File: src/design/tw_bridge_pkg.sv
`default_nettype none

package tw_bridge_pkg;

    ////////////////////////////////////////////////////////////////////////////
    // Widths
    ////////////////////////////////////////////////////////////////////////////

    // One byte on the host link
    typedef logic [7:0] host_byte_t;

    // Three-wire register address and data word
    typedef logic [8:0]  tw_addr_t;
    typedef logic [15:0] tw_data_t;

    // Host bytes per address and per data word, MSB first
    localparam int ADDR_BYTES = 2;
    localparam int DATA_BYTES = 2;

    // Host command bytes
    typedef enum host_byte_t {
        CMD_READ  = 8'h00,
        CMD_WRITE = 8'h01,
        CMD_OK    = 8'h02,
        CMD_PING  = 8'hFF
    } host_cmd_e;

    // One three-wire transaction, laid out in frame order
    typedef struct packed {
        logic     write;
        tw_addr_t addr;
        tw_data_t wr_data;
    } tw_request_t;

    ////////////////////////////////////////////////////////////////////////////
    // State machines
    ////////////////////////////////////////////////////////////////////////////

    typedef enum logic [2:0] {
        LINK_RX_READY,
        LINK_RX_RECEIVED,
        LINK_DECODING,
        LINK_TX_READY,
        LINK_TX_REQUEST,
        LINK_TX_ACKED
    } link_state_e;

    typedef enum logic [2:0] {
        DEC_WAIT_CMD,
        DEC_WAIT_ADDR,
        DEC_WAIT_WRDATA,
        DEC_TW_STARTED,
        DEC_WAIT_TW_COMPLETE,
        DEC_TX_ANSWER
    } decoder_state_e;

    typedef enum logic [1:0] {
        SER_IDLE,
        SER_SHIFT,
        SER_FINISH
    } serial_state_e;

endpackage

`default_nettype wire

File: src/design/host_byte_link.sv
`default_nettype none

module host_byte_link
(
    input  logic in_clk,
    input  logic in_rst,
    input  logic rx_req,
    output logic rx_ack,
    output logic tx_req,
    input  logic tx_ack,
    output logic rx_enable,
    input  logic rx_trig,
    input  logic tx_trig,
    output logic rx_done,
    output logic tx_done
);

    tw_bridge_pkg::link_state_e state;
    tw_bridge_pkg::link_state_e next_state;

    // Trigs that arrive while the host still holds tx_ack
    logic rx_pend;
    logic tx_pend;

    ////////////////////////////////////////////////////////////////////////////
    // Next state
    ////////////////////////////////////////////////////////////////////////////

    always_comb
    begin
        next_state = state;
        case (state)
            tw_bridge_pkg::LINK_RX_READY:
            begin
                if (rx_req)
                    next_state = tw_bridge_pkg::LINK_RX_RECEIVED;
            end
            tw_bridge_pkg::LINK_RX_RECEIVED:
            begin
                if (!rx_req)
                    next_state = tw_bridge_pkg::LINK_DECODING;
            end
            tw_bridge_pkg::LINK_DECODING:
            begin
                if (rx_trig)
                    next_state = tw_bridge_pkg::LINK_RX_READY;
                else if (tx_trig)
                    next_state = tw_bridge_pkg::LINK_TX_READY;
            end
            tw_bridge_pkg::LINK_TX_READY:
                next_state = tw_bridge_pkg::LINK_TX_REQUEST;
            tw_bridge_pkg::LINK_TX_REQUEST:
            begin
                if (tx_ack)
                    next_state = tw_bridge_pkg::LINK_TX_ACKED;
            end
            tw_bridge_pkg::LINK_TX_ACKED:
            begin
                // Host must release tx_ack before the next byte
                if (!tx_ack && (tx_trig || tx_pend))
                    next_state = tw_bridge_pkg::LINK_TX_READY;
                else if (!tx_ack && (rx_trig || rx_pend))
                    next_state = tw_bridge_pkg::LINK_RX_READY;
            end
            default:
                next_state = tw_bridge_pkg::LINK_RX_READY;
        endcase
    end

    ////////////////////////////////////////////////////////////////////////////
    // State register and done pulses
    ////////////////////////////////////////////////////////////////////////////

    always_ff @(posedge in_clk or posedge in_rst)
    begin
        if (in_rst)
        begin
            state   <= tw_bridge_pkg::LINK_RX_READY;
            rx_done <= 1'b0;
            tx_done <= 1'b0;
            rx_pend <= 1'b0;
            tx_pend <= 1'b0;
        end
        else
        begin
            state   <= next_state;
            rx_done <= (state == tw_bridge_pkg::LINK_RX_RECEIVED) && !rx_req;
            tx_done <= (state == tw_bridge_pkg::LINK_TX_REQUEST) && tx_ack;

            if (next_state != tw_bridge_pkg::LINK_TX_ACKED)
            begin
                rx_pend <= 1'b0;
                tx_pend <= 1'b0;
            end
            else
            begin
                rx_pend <= rx_pend || rx_trig;
                tx_pend <= tx_pend || tx_trig;
            end
        end
    end

    // Host levels straight from the state
    assign rx_enable = (state == tw_bridge_pkg::LINK_RX_READY);
    assign rx_ack    = (state == tw_bridge_pkg::LINK_RX_RECEIVED);
    assign tx_req    = (state == tw_bridge_pkg::LINK_TX_REQUEST);

endmodule

`default_nettype wire

File: config.mk
export PLATFORM = sky130hd
export DESIGN_NAME = host_byte_link
export DESIGN_NICKNAME = d
export VERILOG_FILES = /design/src/design/tw_bridge_pkg.sv /design/src/design/host_byte_link.sv
export SDC_FILE = /design/constraint.sdc
export NUM_CORES = 1
export LEC_CHECK = 0
export BUFFER_PORTS_ARGS = -buffer_cell sky130_fd_sc_hd__buf_2
export CAP_MARGIN = 20
export CORE_AREA = 5 5 42 44
export CTS_CLUSTER_DIAMETER = 40
export DETAILED_ROUTE_END_ITERATION = 7
export DIE_AREA = 0 0 47 49
export HOLD_SLACK_MARGIN = 0.15
export PLACE_DENSITY_LB_ADDON = 0.12
export SYNTH_ARGS = -nofsm -noshare
export SYNTH_HDL_FRONTEND = slang
export SYNTH_SLANG_ARGS = --single-unit
File: constraint.sdc
create_clock -name in_clk -period 1 [get_ports in_clk]
set_input_delay 0.15 -clock in_clk [delete_from_list [all_inputs] [get_ports in_clk]]
set_output_delay 0.15 -clock in_clk [all_outputs]
set_load 0.01 [all_outputs]
==> impl_metrics.toml <==
[status]
status = "finished, violations left"
failed_checks = "setup timing"

[power_and_ir_drop]
combPwrFrac_pct = 53.7
peakVddDrop_v = 0.001131
power.internal_w = 0.001091
switchingPower_w = 0.0007201
power_w = 0.001811
power_density_nw_per_um2 = 3060
p_leak_nw = 0.2931
switching_share_pct = 39.76
power_frac_clock_pct = 15.1
seq_power_share_pct = 31.3

[global_routing]
grt_overflow = 0
grt_pass1_wl_mm = 1.807
grt_max_degree = 10
grt_usage_pct = 11.41
grt_pass1_vias = 412
antenna_found_initial = 0

[die]
fp.coreArea_sq_um = 1401
die_h_microns = 49
dieArea_sq_um = 2303
die_x_microns = 47
fp-row-count = 14
start_util_pct = 26.70
ios = 11

[timing]
whs_ns = 0.1888
final.setup.tns_ns = -1.525
relSlewSlack_pct = 81.93
tightestPinTransition_ns = 0.2668
min_period_ns = 1.235
report.final.slew_viol_count = 0
finalSetupViolations = 8
skew_ns = 0.006666
achievable-frequency_mhz = 809.6
period_share_pct = 123.5
setup_slack_ns = -0.2351
rsz0062_at_grt = "true"
hold_viol = 0

[placement]
place_ws_ns = -0.1281
portBuffers = 10
gp_congestion = 0.7443

[yosys]
netlist_area_sq_um = 374.1
syn_inst = 40
synth_seq_area_share_pct = 46.82
ys_types = 22
syn-num-nets = 46
ys_seq_elements = 7
syn_area_per_cell_sq_um = 9.353
yosysWarningCount = 0

[worst_setup_path]
crit_arrival_ns = 1.09
worstSetupPathType = "flop to output port"
crit_required_ns = 0.85
cp-end-kind = "output port"
crit_path_max_fanout = 6
rr_worst_depth = 3
start_kind = "flop"

[cts]
cts_root_buffer = "clkbuf_4"
cts.reportedPaths.clkPinSlew_ns = 0.06
cts_inserted_buffers = 3
htreeDepth = 1
clk_latency_ns = 0.26
cts_tree = "built"
clock-sinks = 7
clockBufferDepth = 2

[route]
vias = 380
routed_wl_mm = 1.114
wl_per_cell_microns = 14.28
via_per_inst = 4.872
drt.antenna.violating_nets = 0
drtIter0Drc = 6
first_pass_iters = 4
drc_errors = 0

[run]
cap_violations = 0

[finish]
antennaDiodeCount = 0
nNetsFinal = 69
drive_gt1_share_pct = 56.45
syn_to_final_growth_pct = 58.19

[worst_hold_path]
hp-class = "input port to flop"
hold_depth = 3
==> registers in the layout (all words and copies together) (netlist names) <==
signal / cells
rx_done: 1
rx_pend: 1
state: 3
tx_done: 1
tx_pend: 1
==> critical path, stage by stage (launching register included) <==
cell and delay [ns]:
dfrtp_2 0.46, nand2b_4 0.17, nor2_2 0.07, buf_2 0.13
==> power groups by stage <==
stage | Sequential (W) | Combinational, W | Clock (W)
after global routing | 0.000582 | 0.00107 | 0.000296
after CTS | 0.000559 | 0.000869 | 0.000282
after detailed placement | 0.000539 | 0.000634 | 0
after global placement | 0.000530 | 0.000634 | 0
after floorplan | 0.000443 | 0.000491 | 0
final | 0.000566 | 0.000972 | 0.000273
==> cell families (layout without fill, tap and decap cells) <==
kind of cell	Yosys count	after routing	synth area share [%]
multiplexers	1	1	2.676
flip-flops	7	7	46.82
AND/OR/NAND/NOR	17	17	26.09
buffers and inverters	6	28	8.695
AO/OA/AOI/OAI	9	9	15.72
==> per-layer routing <==
layer	vias up	global-route usage, %	wire, microns
li1	184	-	-
met1	184	12.11	425
met2	10	18.10	618
met3	2	1.845	50
met4	0	10.14	19
met5	-	0	0
==> final cells by class <==
class	count	area (sq um)
fillers	150	809.5
multi-input cells	27	209.0
flip-flops and latches	7	178.9
repair buffers	21	145.1
clock buffers	3	22.52
well taps	16	20.02
inverters	3	11.26
clock inverters	1	5.005
==> synth_stat cells <==
cell	count	area [sq um]
dfrtp_1	7	175.2
nor2_1	4	15.01
nor3_1	4	20.02
inv_1	3	11.26
a21oi_1	2	10.01
buf_2	2	10.01
nor2b_1	2	12.51
o21ai_0	2	10.01
a22oi_1	1	7.510
buf_6	1	11.26
mux2i_1	1	10.01
nand2_1	1	3.750
nand2b_1	1	6.260
nand3_1	1	5.000
nand4b_1	1	8.760
nor4bb_1	1	10.01
o21ai_1	1	5.000
o21ba_2	1	10.01
o21bai_1	1	7.510
o311ai_1	1	8.760
or3_1	1	6.260
or4b_1	1	10.01
==> repair_timing <==
action,4_1_cts,5_1_grt
setup buffers,4,1
pin swaps,1,2
cloned,0,0
hold buffers,2,0
setup endpoints to repair,9,9
resized for setup,12,4
hold endpoints to repair,8,0
==> through the flow <==
step | cells | utilization, % | instance area, sq um
global route | 78 | 42.23 | 591.8
finish | 78 | 42.23 | 591.8
detailed placement | 67 | 32.32 | 452.9
global placement | 67 | 32.32 | 452.9
CTS | 77 | 40.54 | 568.0
floorplan | 40 | - | 374.1
==> worst paths after layout <==
check / from / end / slack (ns)
worst max-delay path: state[1]$_DFF_PP0_ / rx_ack / -0.24
worst min-delay path: tx_trig / tx_pend$_DFF_PP0_ / 0.19
worst max register to register: state[1]$_DFF_PP0_ / rx_pend$_DFF_PP0_ / -0.22
worst min register to register: rx_pend$_DFF_PP0_ / rx_pend$_DFF_PP0_ / 0.56
max in group asynchronous: in_rst / state[2]$_DFF_PP0_ / 0.40
min in group asynchronous: in_rst / rx_pend$_DFF_PP0_ / 0.36
==> placed cells by master, fill, tap and decap left out, types with 2 or more instances in the layout <==
cell type and n:
nor2_1 3, dfrtp_1 4, buf_4 7, dfrtp_2 3
nor3_2 2, buf_6 2, buf_2 10, clkbuf_4 3
o21ai_1 2, inv_1 2, dlygate4sd3_1 2
(Power assumes the default switching activity.)
