## config.mk

```make
export PLATFORM = sky130hd
export DESIGN_NAME = tw_command_decoder
export DESIGN_NICKNAME = d
export VERILOG_FILES = /design/src/design/tw_bridge_pkg.sv /design/src/design/tw_command_decoder.sv
export SDC_FILE = /design/constraint.sdc
export NUM_CORES = 1
export LEC_CHECK = 0
export BUFFER_PORTS_ARGS = -buffer_cell sky130_fd_sc_hd__buf_2
export CORE_UTILIZATION = 49
export CTS_BUF_LIST = sky130_fd_sc_hd__clkbuf_16
export DETAILED_ROUTE_END_ITERATION = 8
export PLACE_DENSITY = 0.78
export SYNTH_ARGS = -nofsm -noshare
export SYNTH_HDL_FRONTEND = slang
export SYNTH_SLANG_ARGS = --single-unit
```

## constraint.sdc

```tcl
create_clock -name in_clk -period 2.62 [get_ports in_clk]
set_clock_uncertainty 0.1 [all_clocks]
set_input_delay 0.524 -clock in_clk [delete_from_list [all_inputs] [get_ports in_clk]]
set_output_delay 0.524 -clock in_clk [all_outputs]
set_load 0.05 [all_outputs]
```

## src/design/tw_bridge_pkg.sv

```systemverilog
`default_nettype none

package tw_bridge_pkg;

    ////////////////////////////////////////////////////////////////////////////
    // Widths
    ////////////////////////////////////////////////////////////////////////////

    // One byte on the host link
    typedef logic [7:0] host_byte_t;

    // Three-wire register address and data word
    typedef logic [8:0]  tw_addr_t;
    typedef logic [15:0] tw_data_t;

    // Host bytes per address and per data word, MSB first
    localparam int ADDR_BYTES = 2;
    localparam int DATA_BYTES = 2;

    // Host command bytes
    typedef enum host_byte_t {
        CMD_READ  = 8'h00,
        CMD_WRITE = 8'h01,
        CMD_OK    = 8'h02,
        CMD_PING  = 8'hFF
    } host_cmd_e;

    // One three-wire transaction, laid out in frame order
    typedef struct packed {
        logic     write;
        tw_addr_t addr;
        tw_data_t wr_data;
    } tw_request_t;

    ////////////////////////////////////////////////////////////////////////////
    // State machines
    ////////////////////////////////////////////////////////////////////////////

    typedef enum logic [2:0] {
        LINK_RX_READY,
        LINK_RX_RECEIVED,
        LINK_DECODING,
        LINK_TX_READY,
        LINK_TX_REQUEST,
        LINK_TX_ACKED
    } link_state_e;

    typedef enum logic [2:0] {
        DEC_WAIT_CMD,
        DEC_WAIT_ADDR,
        DEC_WAIT_WRDATA,
        DEC_TW_STARTED,
        DEC_WAIT_TW_COMPLETE,
        DEC_TX_ANSWER
    } decoder_state_e;

    typedef enum logic [1:0] {
        SER_IDLE,
        SER_SHIFT,
        SER_FINISH
    } serial_state_e;

endpackage

`default_nettype wire

```

## src/design/tw_command_decoder.sv

```systemverilog
`default_nettype none

module tw_command_decoder
(
    input  logic                      in_clk,
    input  logic                      in_rst,
    input  tw_bridge_pkg::host_byte_t data_rx,
    input  logic                      rx_done,
    input  logic                      tx_done,
    output logic                      rx_trig,
    output logic                      tx_trig,
    output tw_bridge_pkg::host_byte_t data_tx,
    output tw_bridge_pkg::tw_request_t request,
    output logic                      start,
    input  logic                      busy,
    input  tw_bridge_pkg::tw_data_t   rd_data
);

    tw_bridge_pkg::decoder_state_e state;

    // Bytes still expected (rx) or still to send (tx) after the current one
    logic [1:0] byte_cnt;
    logic       is_write;

    tw_bridge_pkg::tw_addr_t addr_q;
    tw_bridge_pkg::tw_data_t wr_data_q;

    assign request = '{write: is_write, addr: addr_q, wr_data: wr_data_q};

    ////////////////////////////////////////////////////////////////////////////
    // Command FSM
    ////////////////////////////////////////////////////////////////////////////

    always_ff @(posedge in_clk or posedge in_rst)
    begin
        if (in_rst)
        begin
            state    <= tw_bridge_pkg::DEC_WAIT_CMD;
            byte_cnt <= '0;
            is_write <= 1'b0;
            rx_trig  <= 1'b0;
            tx_trig  <= 1'b0;
            start    <= 1'b0;
        end
        else
        begin
            // Trigs and start are single-cycle pulses
            rx_trig <= 1'b0;
            tx_trig <= 1'b0;
            start   <= 1'b0;

            case (state)
                tw_bridge_pkg::DEC_WAIT_CMD:
                begin
                    if (rx_done)
                    begin
                        if (data_rx == tw_bridge_pkg::CMD_READ ||
                            data_rx == tw_bridge_pkg::CMD_WRITE)
                        begin
                            is_write <= (data_rx == tw_bridge_pkg::CMD_WRITE);
                            byte_cnt <= 2'(tw_bridge_pkg::ADDR_BYTES - 1);
                            rx_trig  <= 1'b1;
                            state    <= tw_bridge_pkg::DEC_WAIT_ADDR;
                        end
                        else if (data_rx == tw_bridge_pkg::CMD_PING)
                        begin
                            byte_cnt <= '0;
                            tx_trig  <= 1'b1;
                            state    <= tw_bridge_pkg::DEC_TX_ANSWER;
                        end
                        else
                            rx_trig <= 1'b1; // unknown, drop it
                    end
                end

                tw_bridge_pkg::DEC_WAIT_ADDR:
                begin
                    if (rx_done)
                    begin
                        if (byte_cnt != 0)
                        begin
                            byte_cnt <= byte_cnt - 2'd1;
                            rx_trig  <= 1'b1;
                        end
                        else if (is_write)
                        begin
                            byte_cnt <= 2'(tw_bridge_pkg::DATA_BYTES - 1);
                            rx_trig  <= 1'b1;
                            state    <= tw_bridge_pkg::DEC_WAIT_WRDATA;
                        end
                        else
                        begin
                            start <= 1'b1;
                            state <= tw_bridge_pkg::DEC_TW_STARTED;
                        end
                    end
                end

                tw_bridge_pkg::DEC_WAIT_WRDATA:
                begin
                    if (rx_done)
                    begin
                        if (byte_cnt != 0)
                        begin
                            byte_cnt <= byte_cnt - 2'd1;
                            rx_trig  <= 1'b1;
                        end
                        else
                        begin
                            start <= 1'b1;
                            state <= tw_bridge_pkg::DEC_TW_STARTED;
                        end
                    end
                end

                tw_bridge_pkg::DEC_TW_STARTED:
                begin
                    if (busy)
                        state <= tw_bridge_pkg::DEC_WAIT_TW_COMPLETE;
                end

                tw_bridge_pkg::DEC_WAIT_TW_COMPLETE:
                begin
                    if (!busy)
                    begin
                        // Write answers OK, read answers the whole word
                        byte_cnt <= is_write ? 2'd0 : 2'(tw_bridge_pkg::DATA_BYTES - 1);
                        tx_trig  <= 1'b1;
                        state    <= tw_bridge_pkg::DEC_TX_ANSWER;
                    end
                end

                tw_bridge_pkg::DEC_TX_ANSWER:
                begin
                    if (tx_done)
                    begin
                        if (byte_cnt != 0)
                        begin
                            byte_cnt <= byte_cnt - 2'd1;
                            tx_trig  <= 1'b1;
                        end
                        else
                        begin
                            rx_trig <= 1'b1;
                            state   <= tw_bridge_pkg::DEC_WAIT_CMD;
                        end
                    end
                end

                default:
                    state <= tw_bridge_pkg::DEC_WAIT_CMD;
            endcase
        end
    end

    ////////////////////////////////////////////////////////////////////////////
    // Address, write data and reply byte
    ////////////////////////////////////////////////////////////////////////////

    always_ff @(posedge in_clk)
    begin
        if (state == tw_bridge_pkg::DEC_WAIT_CMD && rx_done)
            data_tx <= tw_bridge_pkg::CMD_OK;

        // Only the low 9 address bits survive the shift
        if (state == tw_bridge_pkg::DEC_WAIT_ADDR && rx_done)
            addr_q <= {addr_q[0], data_rx};

        if (state == tw_bridge_pkg::DEC_WAIT_WRDATA && rx_done)
            wr_data_q <= {wr_data_q[7:0], data_rx};

        if (state == tw_bridge_pkg::DEC_WAIT_TW_COMPLETE && !busy)
        begin
            if (is_write)
                data_tx <= tw_bridge_pkg::CMD_OK;
            else
                data_tx <= rd_data[(tw_bridge_pkg::DATA_BYTES - 1) * 8 +: 8];
        end

        // Next lower read byte
        if (state == tw_bridge_pkg::DEC_TX_ANSWER && tx_done && byte_cnt != 0)
            data_tx <= rd_data[(byte_cnt - 1) * 8 +: 8];
    end

endmodule

`default_nettype wire

```

==> impl_results.md, run 1 <==
- Crit path max fanout: 9
- Crit path DAT: around 2.3 ns
- Period utilisation layout: a little under 90%
- Met3 WL post-DR: 225 um
- Die width: ~64 um
- Slew HR: between 60% and 70%
- DRT iter0 DRCs: ~80
- Mapped cell area: between 1500 and 2000 um^2
- DP Wirelength: about 2900 um
- Flops & latches, synth: 42
- First-pass GRT wire length: between 6000 and 7000 um
- TritonCTS Buffers: 5
- Hold WC Path Type: in -> async
- Die H: between 60 and 70 um
- Placed insts: 251
- Most common cell after layout, fill and taps aside: buf_2
- Layout fillers: around 280
- Buffer levels on the longest clock path: 2
- Vias per inst: 5.41
- Crit-path cells: inv_1, ha_1, nor3_1, nand2_1, o21ai_1, a22o_1
- Worst vdd ir: between 0.5 and 0.6 mV
- Grt ovf: 0
- Slowest CP cell: o21ai_1
- WL final: about 4100 um
- DR WL/cell: approximately 16 um
- Clk pwr share: around 23%
- Total GRT Usage: roughly 23%
- Status: completed
- # Post-CTS Setup Buffers: 0
- Worst slew pin tran: 0.551 ns
- RSZ-0062 raised after global routing: no
- Cts hold-fix bufs: 0
- Number of remaining DRC errors: 0
- Port bufs: 65
- Net Switching: 0.00123 W
- Critical Path Max Stage Delay: between 0.4 and 0.5 ns
- Gate Count Post-Synth: 142
- Fin. max-slew vios: 0
- Flop pwr share: a little over a third
- Routed wl met2: 2070 um
- Row count: 22
- Die ar.: around 4100 um^2
- PwrDens: 1230 nW/um^2
- Gp weighted congestion: between 0.8 and 0.9
- Sequential fraction of the synthesis area: between 60 and 70%
- Share of cells above drive strength 1: 38.4%
- Clock transition at the registers of the reported paths: around 0.060 ns
- Finish-stage setup viols: 0
- Largest net degree at the start of global routing: 18
- Nets: 242
- Wl on met1: roughly 1700 um
- CTS tree: yes
- Max-cap violations: 0
- Final Non-Filler Cells: ~260
- Post-synth ARST share: 21.4%
- Cell variety after synth: 42
- Crit Path Category: reg -> reg
- Initial antenna violation count: 0
- Pint: between 0.0015 and 0.002 W
- Post-synth EDFFs: 33
- Setup slack at placement: ~0.19 ns
- Critical Path RT: approximately 2.7 ns
- Syn nets: 174
- Sw Share: approximately two fifths
- Core area: 3660 um^2
- Syn Area/Cell: roughly 13 um^2
- Via count: ~1400
- Predominant post-synthesis flop cell: edfxtp_1
- Clk_lat worst skew: roughly 0.28 ns
- DRT Pass-1 Iters: 4
- Initial Util: between 50% and 60%
- Clock root cell: clkbuf_16
- Ys Warns: 0
- Total negative slack: 0 ns
- Worst setup margin: approximately 0.34 ns
- Diodes inserted: 0
- I/O pin count: 66
- Final min period: between 2 and 2.5 ns
- Synth-to-Final Area Change: 29.4%
- Clock sinks: between 40 and 50
- Routed Antenna Nets: 0
- Util after Layout: ~66%
- Most frequent cells in the layout: buf_2 (65), edfxtp_1 (33), nand2_1 (10)
- H-tree Lvls: 2
- DR top layer: met4
- Final hold vios: 0
- # resized after CTS: 0
- Combinational share of power: 41.8%
- Highest clock rate: around 440 MHz
- Setup crit end kind: flop
- Critical Path Start Type: flop
- Vias in the first global route: between 1000 and 1500
- LEAKAGE: ~1.0 nW
[per-stage QoR]
stage / power [W] / hold WS (ns) / area (um^2)
after global placement: 0.00222 / 0.332 / 2250
final: 0.00296 / 0.117 / 2410
after CTS: 0.00297 / 0.123 / 2410
after detailed placement: 0.00227 / 0.328 / 2250
after global routing: 0.00311 / 0.147 / 2410
after floorplan: 0.00197 / 0.252 / 1860
[metal layers]
layer	track usage, %	vias up
li1	-	674
met1	29.3	666
met2	35.2	54
met3	6.70	7
met4	9.09	0
met5	0	-
[registers in the layout, summed over array words and instances, names as in the netlist]
signal,count
addr_q,9
tx_trig,1
rx_trig,1
data_tx,8
is_write,1
state,3
start,1
wr_data_q,16
byte_cnt,2
[critical path: cells and delay by family (launching register included)]
kind,cells,cell delay [ns]
flip-flops,1,0.45
buffers and inverters,1,0.11
AO/OA/AOI/OAI,2,0.70
AND/OR/NAND/NOR,2,0.47
adder cells (fa/ha/maj),1,0.32
[power groups by stage]
| stage | Sequential (W) | Clock (W) | Combinational (W) |
|---|---|---|---|
| final | 0.00103 | 0.000687 | 0.00124 |
| after global routing | 0.00105 | 0.000728 | 0.00133 |
| after CTS | 0.00104 | 0.000696 | 0.00123 |
| after detailed placement | 0.00105 | 0 | 0.00122 |
| after global placement | 0.00104 | 0 | 0.00118 |
| after floorplan | 0.00136 | 0 | 0.000606 |
[path summary, 6_finish.rpt]
kind                                 end  depth (start not counted)    startpoint  slack [ns]
hold reg to reg            wr_data_q[13]                          0  wr_data_q[5]        0.34
max in group asynchronous       state[1]                          2        in_rst        2.03
hold / removal                  is_write                          2        in_rst        0.12
min in group in_clk        wr_data_q[13]                          0  wr_data_q[5]        0.34
setup reg to reg              data_tx[0]                          6   byte_cnt[0]        0.34
setup / recovery              data_tx[0]                          6   byte_cnt[0]        0.34
[cells in the mapped netlist (2+ instances only)]
cell      number  share of area, %
nand2b_1       4               1.3
nand4_1        2              0.67
nor2_1         9               1.8
ha_1           3               2.0
a21oi_1        3              0.81
mux2i_1        2               1.1
nand2_1       10               2.0
clkbuf_1       7               1.4
nand3_1        2              0.54
a22o_1         7               3.3
and3_1         2              0.67
nor3_1         6               1.6
o31a_1         2              0.94
o21ai_1        3              0.81
dfrtp_1        9                12
inv_1          6               1.2
o21ai_0        6               1.6
mux2_1         2               1.2
nor2b_1        2              0.67
edfxtp_1      33                53
[cell families (layout without fill, tap and decap cells)]
| group | count (synthesis) | in the layout | share of synthesized area (%) |
|---|---|---|---|
| mux | 5 | 5 | 2.89 |
| compound gates | 31 | 31 | 11.8 |
| simple gates | 46 | 46 | 14.6 |
| buf+inv | 14 | 83 | 3.02 |
| flops | 42 | 42 | 65.2 |
| fa+ha+maj | 3 | 3 | 2.01 |
| xor+xnor | 1 | 1 | 0.470 |
[area by class of cell]
cell class | count | area (um^2) | area share, %
Clock buffer | 5 | 125 | 5.19
Clock inverter | 3 | 41.3 | 1.71
Inverter | 6 | 22.5 | 0.934
Timing Repair Buffer | 69 | 355 | 14.7
Tap cell | 48 | 60.1 | 2.49
Sequential cell | 42 | 1220 | 50.4
Multi-Input combinational cell | 86 | 592 | 24.5
No activity file was read; power rests on OpenSTA's default activity.
==> run 2: changes to the inputs <==
- REMOVE_ABC_BUFFERS: default -> 1
- clock period: 2.62 -> 2.5 ns (I/O delays scaled with it)
==> impl_results.md, run 2 (synthesis results as in run 1) <==
- Max reg flops: 16
- Largest net degree at the start of global routing: 17
- CP bufs+invs: 1
- Critical Path RT: around 2.6 ns
- Worst slew pin tran: roughly 0.53 ns
- TritonCTS Buffers: 5
- Final Non-Filler Cells: around 260
- Biggest register: wr_data_q
- Crit path DAT: 2.38 ns
- Row count: 22
- Critical Path Max Stage Delay: 0.48 ns
- Grt ovf: 0
- Initial antenna violation count: 0
- Finish-stage setup viols: 0
- Initial Util: between 50% and 60%
- Number of remaining DRC errors: 0
- Status: completed
- Total negative slack: 0 ns
- Diodes inserted: 0
- Max-cap violations: 0
- First-pass GRT wire length: 6870 um
- Nets: 244
- Highest clock rate: 428 MHz
- Clk_lat worst skew: 0.28 ns
- Design Power: 0.00300 W
- Hold WC Path Type: in -> async
- Family with the most delay on the worst path: compound AO/OA/AOI/OAI gates
- Die ar.: 4060 um^2
- Clock transition at the registers of the reported paths: ~0.06 ns
- WL final: approximately 4300 um
- H-tree Lvls: 2
- DRT iter0 DRCs: 62
- Cts hold-fix bufs: 0
- Core area: between 3000 and 4000 um^2
- DRT Pass-1 Iters: 5
- Slowest CP cell: dfrtp_1
- Share of cells above drive strength 1: between 30% and 40%
- PwrDens: around 1300 nW/um^2
- Gp weighted congestion: about 0.86
- Layout fillers: roughly 270
- Clock root cell: clkbuf_16
- Die H: between 60 and 70 um
- Buffer levels on the longest clock path: 2
- Total GRT Usage: 22.8%
- Clock sinks: 42
- Crit Path Category: reg -> reg
- Die width: ~64 um
- DP Wirelength: ~3000 um
- Most common cell after layout, fill and taps aside: buf_2
- Final min period: 2.33 ns
- Critical Path Start Type: flop
- Synth-to-Final Area Change: 28.7%
- Via count: 1471
- Crit-path cells: inv_1, ha_1, nor3_1, nand2_1, o21ai_1, a22o_1
- I/O pin count: 66
- Crit path max fanout: 9
- Biggest registers after layout: wr_data_q (16), addr_q (9), data_tx (8)
- CTS tree: yes
- # Post-CTS Setup Buffers: 0
- Final hold vios: 0
- Vias in the first global route: 1403
- Placed insts: 253
- Slew HR: 64.5%
- DR WL/cell: 16.3 um
- Period utilisation layout: between 90 and 100%
- Fin. max-slew vios: 0
- Port bufs: 65
- Worst vdd ir: about 0.74 mV
- Routed Antenna Nets: 0
- LEAKAGE: a little over 1 nW
- Most frequent cells in the layout: buf_2 (65), edfxtp_1 (33), nand2_1 (10)
- Vias per inst: approximately 5.6
- RSZ-0062 raised after global routing: no
- # resized after CTS: 0
- Setup crit end kind: flop
## run 2: power by group
part / switching (W) / internal [W]
clock: 0.000237 / 0.000360
combinational: 0.000922 / 0.000406
sequential: 0.000115 / 0.000958
total: 0.00127 / 0.00172
## run 2: path summary, 6_finish.rpt
kind / slack (ns) / from / depth (start not counted) / endpoint
min in group in_clk: 0.34 / data_rx[5] / 1 / wr_data_q[5]
worst max-delay path: 0.17 / byte_cnt[0] / 6 / data_tx[0]
max in group asynchronous: 1.93 / in_rst / 2 / byte_cnt[0]
worst max register to register: 0.17 / byte_cnt[0] / 6 / data_tx[0]
worst min-delay path: 0.09 / in_rst / 2 / is_write
worst min register to register: 0.34 / wr_data_q[4] / 0 / wr_data_q[12]
## run 2: worst register-to-register path: stages, from the launching register on
cell     delay (ns)
dfrtp_1        0.48
inv_1          0.13
ha_1           0.32
nor3_1         0.39
nand2_1        0.09
o21ai_1        0.45
a22o_1         0.24
## run 2: routing by layer
layer / share of wire, % / wire length (um) / track usage, % / vias to the layer above
li1: - / - / - / 683
met3: 5.9 / 249 / 6.52 / 10
met4: 2.3 / 98 / 10.2 / 0
met5: 0 / 0 / 0 / -
met2: 52 / 2200 / 36.7 / 58
met1: 40 / 1710 / 28.3 / 720
## run 2: cell type report
cell class,count,area [um^2],area share [%]
Clock buffer,5,125,5.22
Multi-Input combinational cell,86,592,24.7
Clock inverter,3,12.5,0.522
Timing Repair Buffer,71,370,15.4
Sequential cell,42,1220,50.7
Tap cell,48,60.1,2.50
Inverter,6,22.5,0.939
## run 2: metrics by stage
step | cell area, um^2 | hold WS (ns) | utilization, % | setup slack, ns
2_1_floorplan | 1830 | 0.228 | - | 0.326
3_3_place_gp | 2260 | 0.333 | 61.8 | 0.159
3_5_place_dp | 2260 | 0.334 | 61.8 | 0.0847
4_1_cts | 2400 | 0.108 | 65.5 | 0.249
5_1_grt | 2400 | 0.121 | 65.5 | 0.0479
6_report | 2400 | 0.0938 | 65.5 | 0.166
==> run 3: changes to the inputs <==
- BUFFER_PORTS_ARGS: -buffer_cell sky130_fd_sc_hd__buf_2 -> default
- CORE_UTILIZATION: 49 -> 60
- CTS_BUF_LIST: sky130_fd_sc_hd__clkbuf_16 -> sky130_fd_sc_hd__clkbuf_4
- DONT_BUFFER_PORTS: default -> 1
- PLACE_DENSITY: 0.78 -> 0.75
- SKIP_LAST_GASP: default -> 1
==> impl_results.md, run 3 (synthesis results as in run 1) <==
- Status: finished with violations
- Failing checks: design-rule violations
- LEAKAGE: roughly 0.72 nW
- Layout fillers: between 200 and 250
- Most common cell after layout, fill and taps aside: edfxtp_1
- Initial antenna violation count: 0
- Max-cap violations: 0
- TritonCTS Buffers: 5
- Die ar.: ~3300 um^2
- Routed Antenna Nets: 0
- Biggest registers after layout: wr_data_q (16), addr_q (9), data_tx (8)
- Worst vdd ir: ~0.72 mV
- First-pass GRT wire length: 5210 um
- Share of cells above drive strength 1: around an eighth
- Worst slew pin tran: just over 0.5 ns
- Final min period: between 2 and 2.5 ns
- Clock transition at the registers of the reported paths: between 0.1 and 0.15 ns
- Crit path max fanout: 9
- Largest net degree at the start of global routing: 17
- Clock sinks: 42
- Synth-to-Final Area Change: 6.51%
- DP Wirelength: ~2600 um
- Clock root cell: clkbuf_4
- Critical Path RT: about 2.6 ns
- Initial Util: between 60 and 70%
- Nets: 181
- Clk pwr share: a little under an eighth
- I/O pin count: 66
- CTS tree: yes
- Sw Share: between 40% and 50%
- PwrDens: 1300 nW/um^2
- FF+latch area: roughly 1200 um^2
- Slew HR: approximately two thirds
- Port bufs: 0
- DRT Pass-1 Iters: 6
- WL final: around 3500 um
- Buffer levels on the longest clock path: 2
- Clk_lat worst skew: 0.33 ns
- Via count: 1182
- DR WL/cell: 19.1 um
- Finish-stage setup viols: 0
- Max reg flops: 16
- Vias in the first global route: between 1000 and 1500
- Biggest register: wr_data_q
- Setup crit end kind: flop
- Core area: between 2000 and 3000 um^2
- # Post-CTS Setup Buffers: 0
- Die width: between 50 and 60 um
- Multi-input logic area: a little under 600 um^2
- Period utilisation layout: ~90%
- Number of remaining DRC errors: 8
- Critical Path Start Type: flop
- H-tree Lvls: 2
- Row count: 19
- Most frequent cells in the layout: edfxtp_1 (33), nand2_1 (10), nor2_1 (9), dfrtp_1 (9)
- Crit Path Category: reg -> reg
- Hold WC Path Type: in -> reg
- Diodes inserted: 0
- Final hold vios: 0
- Fin. max-slew vios: 0
- RSZ-0062 raised after global routing: no
- Combinational share of power: about a third
- Net Switching: 0.00118 W
- Crit path DAT: between 2 and 2.5 ns
- Die H: between 50 and 60 um
- Flop pwr share: between 50% and 60%
- Total negative slack: 0 ns
- Vias per inst: between 6 and 7
- Pint: roughly 0.0014 W
- Highest clock rate: approximately 440 MHz
- DRT iter0 DRCs: 66
- Gp weighted congestion: between 0.8 and 0.9
- Grt ovf: 0
- Fin Hold WS: about 0.15 ns
- Total GRT Usage: around 22%
[run 3: cell types whose count changed in the layout (fill, tap and decap cells not counted), sizes merged]
cell,delta
buf,-64
clkbuf,+1
inv,-1
dlygate4sd3,+1
[run 3: layout make-up]
class                   count  share of cell area, %
multi-input cells          86                   29.8
clock buffers               6                   2.27
clock inverters             2                  0.441
well taps                  31                   1.95
flip-flops and latches     42                   61.2
repair buffers              8                   3.15
inverters                   6                   1.13
[run 3: per-layer routing]
metal  global-route usage, %  wire [um]
met1                    24.6       1280
met2                    36.4       1760
met3                    8.26        330
met4                    9.86         80
met5                       0          0
[run 3: stage by stage]
step	util (%)	instances	cell area (um^2)	setup slack, ns	total power [W]
after floorplan	-	134	1830	0.326	0.00204
after global placement	67.4	172	1920	0.287	0.00225
after detailed placement	67.4	172	1920	0.232	0.00229
after CTS	69.6	181	1990	0.261	0.00259
after global routing	69.6	181	1990	0.0109	0.00272
final	69.6	181	1990	0.219	0.00258
[run 3: path summary, 6_finish.rpt]
check                            start            to  slack (ns)  cells after the start
setup / recovery           byte_cnt[0]    data_tx[6]        0.22                      6
max in group asynchronous       in_rst   byte_cnt[1]        1.59                      2
hold reg to reg            byte_cnt[1]   byte_cnt[1]        0.45                      1
min in group asynchronous       in_rst      state[2]        0.46                      2
setup reg to reg           byte_cnt[0]    data_tx[6]        0.22                      6
hold / removal              data_rx[4]  wr_data_q[4]        0.15                      0
[run 3: critical path: stages (launching register included)]
cell and delay, ns:
dfrtp_1 0.48, inv_1 0.12, ha_1 0.32, nor3_1 0.41
nand2_1 0.09, o21ai_1 0.42, a22o_1 0.22
[run 3: power by group through the flow]
stage | clock network (W) | registers, W | logic, W
after floorplan | 0 | 0.00150 | 0.000540
after global placement | 0 | 0.00147 | 0.000779
after detailed placement | 0 | 0.00148 | 0.000809
after CTS | 0.000315 | 0.00146 | 0.000813
after global routing | 0.000338 | 0.00148 | 0.000897
final | 0.000306 | 0.00146 | 0.000813
[run 3: timing repair]
| action | in CTS | in global routing |
|---|---|---|
| hold buffers | 1 | 0 |
| hold endpoints to repair | 9 | 0 |
| resized for setup | 0 | 0 |
